### src/include/pkt_check_defs.svh
// widths and default lane count for the packet checker.
// lengths count whole 32-bit words; the header fields must fill exactly one beat.
`ifndef PKT_CHECK_DEFS_SVH
`define PKT_CHECK_DEFS_SVH

// beat width.
`define PC_DATA_W 32

// default number of lanes.
`define PC_NUM_PORTS 2

// sequence id, payload word count and packet counter widths.
`define PC_SEQ_W 8
`define PC_LEN_W 16
`define PC_CNT_W 16

`endif

### src/logic/pkt_check_pkg.sv
// header layout for the first beat of a packet, seq_id in the top byte.
// pkt_type is carried through but never checked.
`include "pkt_check_defs.svh"

package pkt_check_pkg;

    // header fields, msb first.
    typedef struct packed {
        logic [`PC_SEQ_W-1:0]                       seq_id;
        logic [`PC_DATA_W-`PC_SEQ_W-`PC_LEN_W-1:0]  pkt_type;
        logic [`PC_LEN_W-1:0]                       payload_words;
    } pkt_hdr_t;

    // one beat, read as header fields or as a plain word for the sum.
    typedef union packed {
        pkt_hdr_t               hdr;
        logic [`PC_DATA_W-1:0]  raw;
    } pkt_word_u;

endpackage

### src/logic/pkt_check_array.sv
// per-lane packet checker array; lanes are independent, no back-pressure.
// result_valid follows the trailer beat by exactly two cycles.
`timescale 1ns/1ps
`include "pkt_check_defs.svh"

module pkt_check_array
    import pkt_check_pkg::*;
#(
    parameter int NUM_PORTS = `PC_NUM_PORTS
) (
    input  logic                            clk,
    input  logic                            arst_n,
    input  logic [NUM_PORTS-1:0]            beat_valid,
    input  logic [NUM_PORTS-1:0]            beat_last,
    input  logic [NUM_PORTS*`PC_DATA_W-1:0] beat_data,
    output logic [NUM_PORTS-1:0]            result_valid,
    output logic [NUM_PORTS-1:0]            result_len_err,
    output logic [NUM_PORTS-1:0]            result_seq_err,
    output logic [NUM_PORTS-1:0]            result_sum_err,
    output logic [NUM_PORTS*`PC_SEQ_W-1:0]  result_seq_id,
    output logic [NUM_PORTS*`PC_CNT_W-1:0]  good_count,
    output logic [NUM_PORTS*`PC_CNT_W-1:0]  bad_count
);

    if (NUM_PORTS < 1) begin : g_bad_ports
        $error("pkt_check_array needs at least one lane");
    end

    for (genvar i = 0; i < NUM_PORTS; i++) begin : g_lane
        pkt_word_u            lane_word; // same beat, read two ways below.
        logic                 frame_done;
        logic                 len_err;
        logic                 seq_err;
        logic [`PC_SEQ_W-1:0] done_seq_id;
        logic                 sum_done;
        logic                 sum_err;

        assign lane_word = beat_data[i*`PC_DATA_W +: `PC_DATA_W];

        pkt_frame_tracker u_tracker (
            .clk         (clk),
            .arst_n      (arst_n),
            .beat_valid  (beat_valid[i]),
            .beat_last   (beat_last[i]),
            .beat_data   (lane_word),
            .frame_done  (frame_done),
            .len_err     (len_err),
            .seq_err     (seq_err),
            .done_seq_id (done_seq_id)
        );

        pkt_payload_sum u_sum (
            .clk        (clk),
            .arst_n     (arst_n),
            .beat_valid (beat_valid[i]),
            .beat_last  (beat_last[i]),
            .beat_data  (lane_word),
            .sum_done   (sum_done),
            .sum_err    (sum_err)
        );

        pkt_verdict u_verdict (
            .clk            (clk),
            .arst_n         (arst_n),
            .frame_done     (frame_done),
            .len_err        (len_err),
            .seq_err        (seq_err),
            .done_seq_id    (done_seq_id),
            .sum_done       (sum_done),
            .sum_err        (sum_err),
            .result_valid   (result_valid[i]),
            .result_len_err (result_len_err[i]),
            .result_seq_err (result_seq_err[i]),
            .result_sum_err (result_sum_err[i]),
            .result_seq_id  (result_seq_id[i*`PC_SEQ_W +: `PC_SEQ_W]),
            .good_count     (good_count[i*`PC_CNT_W +: `PC_CNT_W]),
            .bad_count      (bad_count[i*`PC_CNT_W +: `PC_CNT_W])
        );
    end

endmodule

### src/logic/pkt_frame_tracker.sv
// one lane, no back-pressure; a packet of payload_words n is n+2 beats.
// frame_done is registered on the edge that takes the closing beat.
`timescale 1ns/1ps
`include "pkt_check_defs.svh"

module pkt_frame_tracker
    import pkt_check_pkg::*;
(
    input  logic                 clk,
    input  logic                 arst_n,
    input  logic                 beat_valid,
    input  logic                 beat_last,
    input  pkt_word_u            beat_data,
    output logic                 frame_done,
    output logic                 len_err,
    output logic                 seq_err,
    output logic [`PC_SEQ_W-1:0] done_seq_id
);

    localparam int BC_W = `PC_LEN_W + 1; // holds payload_words+2.

    logic                 expect_hdr;   // next beat is a header.
    logic [BC_W-1:0]      beat_cnt;
    logic [`PC_LEN_W-1:0] lat_len;
    logic [`PC_SEQ_W-1:0] lat_seq;
    logic [`PC_SEQ_W-1:0] exp_seq;
    logic                 seq_bad;      // header of the open packet had a bad id.

    logic [BC_W-1:0]      next_cnt;
    logic [BC_W-1:0]      limit;
    logic [`PC_LEN_W-1:0] cur_len;
    logic [`PC_SEQ_W-1:0] cur_seq;
    logic                 hdr_seq_bad;
    logic                 cur_seq_bad;
    logic                 close;

    // on a header beat the fields come straight from the bus.
    assign cur_len     = expect_hdr ? beat_data.hdr.payload_words : lat_len;
    assign cur_seq     = expect_hdr ? beat_data.hdr.seq_id : lat_seq;
    assign hdr_seq_bad = beat_data.hdr.seq_id != exp_seq;
    assign cur_seq_bad = expect_hdr ? hdr_seq_bad : seq_bad;

    assign next_cnt = expect_hdr ? BC_W'(1) : beat_cnt + 1'b1;
    assign limit    = {1'b0, cur_len} + BC_W'(2);

    // trailer, or forced close once the declared length is reached.
    assign close = beat_valid && (beat_last || next_cnt == limit);

    always_ff @(posedge clk or negedge arst_n) begin
        if (!arst_n) begin
            expect_hdr <= 1'b1;
            beat_cnt   <= '0;
            exp_seq    <= '0;
            seq_bad    <= 1'b0;
            frame_done <= 1'b0;
            len_err    <= 1'b0;
            seq_err    <= 1'b0;
        end else begin
            frame_done <= close;
            len_err    <= close && (next_cnt != limit);
            seq_err    <= close && cur_seq_bad;
            if (beat_valid) begin
                beat_cnt   <= next_cnt;
                expect_hdr <= close;
                if (expect_hdr) begin
                    exp_seq <= beat_data.hdr.seq_id + 1'b1; // resync to received id.
                    seq_bad <= hdr_seq_bad;
                end
            end
        end
    end

    always_ff @(posedge clk) begin
        if (beat_valid && expect_hdr) begin
            lat_len <= beat_data.hdr.payload_words;
            lat_seq <= beat_data.hdr.seq_id;
        end
        if (close)
            done_seq_id <= cur_seq;
    end

    // an open packet never runs past its declared length.
    a_cnt_in_limit: assert property (@(posedge clk) disable iff (!arst_n)
        !expect_hdr |-> beat_cnt < {1'b0, lat_len} + BC_W'(2));

endmodule

### src/logic/pkt_payload_sum.sv
// one lane; closes a packet on beat_last only, the sum wraps at 32 bits.
`timescale 1ns/1ps
`include "pkt_check_defs.svh"

module pkt_payload_sum
    import pkt_check_pkg::*;
(
    input  logic      clk,
    input  logic      arst_n,
    input  logic      beat_valid,
    input  logic      beat_last,
    input  pkt_word_u beat_data,
    output logic      sum_done,
    output logic      sum_err
);

    logic [`PC_DATA_W-1:0] acc; // sum of header and payload so far.
    logic                  trailer;

    assign trailer = beat_valid && beat_last;

    always_ff @(posedge clk or negedge arst_n) begin
        if (!arst_n) begin
            acc      <= '0;
            sum_done <= 1'b0;
            sum_err  <= 1'b0;
        end else begin
            sum_done <= trailer;
            sum_err  <= trailer && (acc != beat_data.raw);
            if (trailer)
                acc <= '0;                    // ready for the next header.
            else if (beat_valid)
                acc <= acc + beat_data.raw;
        end
    end

endmodule

### src/logic/pkt_verdict.sv
// one lane; one result per frame_done, two cycles after the closing beat.
// a frame closed without its own sum check is reported with result_sum_err.
`timescale 1ns/1ps
`include "pkt_check_defs.svh"

module pkt_verdict (
    input  logic                 clk,
    input  logic                 arst_n,
    input  logic                 frame_done,
    input  logic                 len_err,
    input  logic                 seq_err,
    input  logic [`PC_SEQ_W-1:0] done_seq_id,
    input  logic                 sum_done,
    input  logic                 sum_err,
    output logic                 result_valid,
    output logic                 result_len_err,
    output logic                 result_seq_err,
    output logic                 result_sum_err,
    output logic [`PC_SEQ_W-1:0] result_seq_id,
    output logic [`PC_CNT_W-1:0] good_count,
    output logic [`PC_CNT_W-1:0] bad_count
);

    logic sum_orphan;  // a frame was force-closed, its trailer is still to come.
    logic pkt_sum_err;
    logic pkt_bad;

    // no coincident sum check means the sum is unverified.
    assign pkt_sum_err = sum_done ? sum_err : 1'b1;
    assign pkt_bad     = len_err | seq_err | pkt_sum_err;

    always_ff @(posedge clk or negedge arst_n) begin
        if (!arst_n) begin
            result_valid <= 1'b0;
            good_count   <= '0;
            bad_count    <= '0;
            sum_orphan   <= 1'b0;
        end else begin
            result_valid <= frame_done;
            if (frame_done) begin
                if (pkt_bad)
                    bad_count <= bad_count + 1'b1;
                else
                    good_count <= good_count + 1'b1;
            end
            if (sum_done)
                sum_orphan <= 1'b0;
            else if (frame_done)
                sum_orphan <= 1'b1;
        end
    end

    // result fields, valid with result_valid.
    always_ff @(posedge clk) begin
        if (frame_done) begin
            result_len_err <= len_err;
            result_seq_err <= seq_err;
            result_sum_err <= pkt_sum_err;
            result_seq_id  <= done_seq_id;
        end
    end

    // a lone sum_done belongs to a packet the tracker already closed short.
    a_sum_in_step: assert property (@(posedge clk) disable iff (!arst_n)
        (sum_done && !frame_done) |-> sum_orphan);

endmodule

### config.mk
export PLATFORM = sky130hd
export DESIGN_NAME = pkt_check_array
export DESIGN_NICKNAME = d
export VERILOG_FILES = /design/src/logic/pkt_check_pkg.sv /design/src/logic/pkt_check_array.sv /design/src/logic/pkt_frame_tracker.sv /design/src/logic/pkt_payload_sum.sv /design/src/logic/pkt_verdict.sv
export VERILOG_INCLUDE_DIRS = /design/src /design/src/include
export SDC_FILE = /design/constraint.sdc
export NUM_CORES = 1
export LEC_CHECK = 0
export BUFFER_PORTS_ARGS = -buffer_cell sky130_fd_sc_hd__buf_4
export CAP_MARGIN = 10
export CORE_MARGIN = 8
export CORE_UTILIZATION = 40
export CTS_CLUSTER_DIAMETER = 100
export CTS_CLUSTER_SIZE = 10
export DETAILED_ROUTE_END_ITERATION = 8
export GPL_TIMING_DRIVEN = 0
export PLACE_DENSITY = 0.69
export SYNTH_ARGS = -nofsm -noshare
export SYNTH_HDL_FRONTEND = slang
export SYNTH_SLANG_ARGS = --single-unit
### constraint.sdc
create_clock -name clk -period 11.05 [get_ports clk]
set_clock_uncertainty 0.2 [all_clocks]
set_input_delay 1.105 -clock clk [delete_from_list [all_inputs] [get_ports clk]]
set_output_delay 1.105 -clock clk [all_outputs]
set_load 0.02 [all_outputs]
==> flow_summary.ini <==
[outcome]
status = finished clean

[global_route]
grt_pass1_vias = 13100
grt_max_degree = 104
gr-total-overflow = 0
antenna_found_initial = 0
grt_usage_pct = 17.5
grt_pass1_wl_um = 69300

[worst_setup_path]
path_max_fanout = 10
path_class = reg -> reg
worstPathCellList = buf_2, buf_2, clkbuf_1, buf_1, mux2_2, ha_1, clkbuf_1, a31o_2, a41oi_1, o22ai_1, a211oi_1, nand4_1, a2111oi_2, o21ai_1, inv_1
timing.critical_path.to_type = flip-flop
worstPathArrival_ns = 5.30
required_ns = 11.09
critPathSlowestCell = dfstp_2
cp_slowest_stage_delay_ns = 0.54
start_kind = flip-flop
crit_buf_inv = 6
critPathTopFamily = buffers and inverters

[die]
coreArea_mm2 = 0.0408
row_count = 74
dieWidth_um = 219
io_pins = 158
dieArea_mm2 = 0.0481
start_util_pct = 40.5
die_h_um = 219

[cells_and_area]
layout-drive-gt1-share_pct = 14.8
final_common_cell = dfrtp_1
area_growth_pct = 16.6
fin_nets = 1931
fillCellCount = 3784
seq_area_mm2 = 0.00744
final_cells = 2338
mostFrequentLayoutCells = dfrtp_1 (192), buf_4 (165), xnor2_1 (142)
n_antenna_cell = 0
multi_input_area_mm2 = 0.00849

[synthesis]
synth_warnings = 0
synth-edff-count = 86
syn_avg_cell_area_um2 = 10.4
synth_cells = 1596
synth_top_area_share_pct = 29.1
ys_seq_area_share_pct = 45.0
async_reset_ff_share_pct = 69.3
synth_cell_types = 84
synth_flop_cell = dfrtp_1
synthesis.nets = 1740
syn-cell-area_mm2 = 0.0165
ys_ff_latch = 280
yosys.area.top_type = dfrtp_1
synth.area.top_cells = dfrtp_1 (29%), edfxtp_1 (16%), xnor2_1 (7.5%)

[sta]
period_share_pct = 47.6
worstMarginPinSlew_ns = 1.02
fin_tns_setup_ns = 0
drv_slew = 0
fmax_mhz = 190
min_period_ns = 5.26
finalSetupViolations = 0
relSlewSlack_pct = 32.1
rsz0062_at_grt = false
finalHoldViolations = 0

[clock_network]
cts_inserted_buffers = 31
cts_sinks = 280
cts_hold_buf = 0
cts_root_buf = clkbuf_16
clock_path_buffers = 3
path_clk_slew_ns = 0.06
cts_resized = 0
cts_tree = yes
clk_latency_ns = 0.58
h-tree-depth = 1
post-cts-setup-buffer-count = 0

[placed_design]
hpwl_um = 31700
dp_cells = 2285
place_congestion = 0.912
io_buffers = 156

[detailed_routing]
drc_errors = 0
drt_first_pass_iters = 5
via_per_inst = 5.63
ant_nets = 0
vias = 13200
wl_um = 43000
drt_iter0_markers = 1004
wl_per_cell_um = 18.4

[power_and_ir_drop]
finalPower_mw = 3.55
seqPwrFrac_pct = 38.2
powerDensity_mw_per_mm2 = 184
switching_share_pct = 35.3
leakage_nw = 8.05
comb_power_share_pct = 35.5
pwr-share-clk_pct = 26.2
p_sw_mw = 1.26
p_int_mw = 2.30
irDropWorstVdd_uv = 133

[min_path]
hold_class = reg -> reg

[run]
maxCapViolCount = 0
[worst reg2reg max path, stage by stage, from the launching register on]
cell       delay, ns
dfstp_2         0.54
buf_2           0.19
buf_2           0.26
clkbuf_1        0.40
buf_1           0.51
mux2_2          0.41
ha_1            0.17
clkbuf_1        0.18
a31o_2          0.28
a41oi_1         0.22
o22ai_1         0.11
a211oi_1        0.23
nand4_1         0.17
a2111oi_2       0.48
o21ai_1         0.22
inv_1           0.34
[synth_stat cells (15+ instances only)]
| cell | instances |
|---|---|
| and3_1 | 26 |
| nand2b_1 | 15 |
| nor3_1 | 37 |
| inv_1 | 38 |
| xnor2_1 | 142 |
| nand4_1 | 35 |
| clkbuf_1 | 57 |
| nand2_1 | 121 |
| mux2i_1 | 15 |
| a31oi_1 | 16 |
| a21oi_1 | 66 |
| edfxtp_1 | 86 |
| nor2_1 | 69 |
| a21o_1 | 27 |
| mux2_2 | 30 |
| nor4_1 | 24 |
| dfrtp_1 | 192 |
| o31ai_1 | 15 |
| ha_1 | 72 |
| xor2_1 | 68 |
| nand3_1 | 82 |
| o2bb2ai_1 | 62 |
| o21ai_0 | 66 |
[routing by layer]
metal  wire (µm)  GRT usage (%)
met2       20100           29.0
met1       19100           22.9
met5           0              0
met3        2490           3.10
met4        1270           6.01
[layout make-up]
cell class | instances | share of cell area, %
tap | 532 | 3.45
multi-input combinational | 1189 | 44.0
clock buffer | 51 | 4.41
timing repair buffer | 158 | 6.28
clock inverter | 1 | 0.104
buffer | 86 | 2.29
sequential | 280 | 38.6
inverter | 41 | 0.799
[stage by stage]
step	area [µm²]	hold slack, ns	setup slack [ns]	util (%)
6_report	19300	0.214	5.79	47.2
5_1_grt	19300	0.222	5.44	47.2
4_1_cts	19300	0.217	5.85	47.2
3_5_place_dp	18400	0.205	5.87	45.1
3_3_place_gp	18400	0.203	5.86	45.0
2_1_floorplan	16500	0.200	6.97	-
[power groups by stage]
| stage | registers (mW) | clock network, mW | logic (mW) |
|---|---|---|---|
| 6_report | 1.36 | 0.932 | 1.26 |
| 3_3_place_gp | 1.37 | 0 | 1.22 |
| 2_1_floorplan | 1.38 | 0 | 0.904 |
| 4_1_cts | 1.36 | 0.966 | 1.26 |
| 3_5_place_dp | 1.37 | 0 | 1.25 |
| 5_1_grt | 1.38 | 1.01 | 1.40 |
[state kept, by name, indices dropped and copies added (netlist names), 16 cells and up]
name,count
g_lane.u_sum.acc,64
g_lane.u_tracker.beat_cnt,34
g_lane.u_tracker.done_seq_id,16
g_lane.u_tracker.exp_seq,16
g_lane.u_tracker.lat_len,32
g_lane.u_tracker.lat_seq,16
g_lane.u_verdict.bad_count,32
g_lane.u_verdict.good_count,32
g_lane.u_verdict.result_seq_id,16
[kinds of logic after synthesis]
kind of cell | share of synthesized area [%]
xor+xnor | 11.4
fa+ha+maj | 5.69
flops | 45.0
compound gates | 16.1
simple gates | 15.2
buf+inv | 3.60
mux | 2.95
[worst paths after layout]
check	startpoint	endpoint	slack [ns]	depth (start not counted)
worst max register to register	g_lane[0].u_tracker.expect_hdr	g_lane[0].u_tracker.done_seq_id[1]	5.79	15
worst max-delay path	g_lane[0].u_tracker.expect_hdr	g_lane[0].u_tracker.done_seq_id[1]	5.79	15
min in group asynchronous	arst_n	g_lane[0].u_tracker.exp_seq[2]	0.36	1
worst min register to register	g_lane[1].u_tracker.done_seq_id[0]	g_lane[1].u_verdict.result_seq_id[0]	0.21	0
worst min-delay path	g_lane[1].u_tracker.done_seq_id[0]	g_lane[1].u_verdict.result_seq_id[0]	0.21	0
max in group asynchronous	arst_n	g_lane[0].u_verdict.good_count[15]	9.30	2
Note: power is estimated with default switching activity, not from simulation.
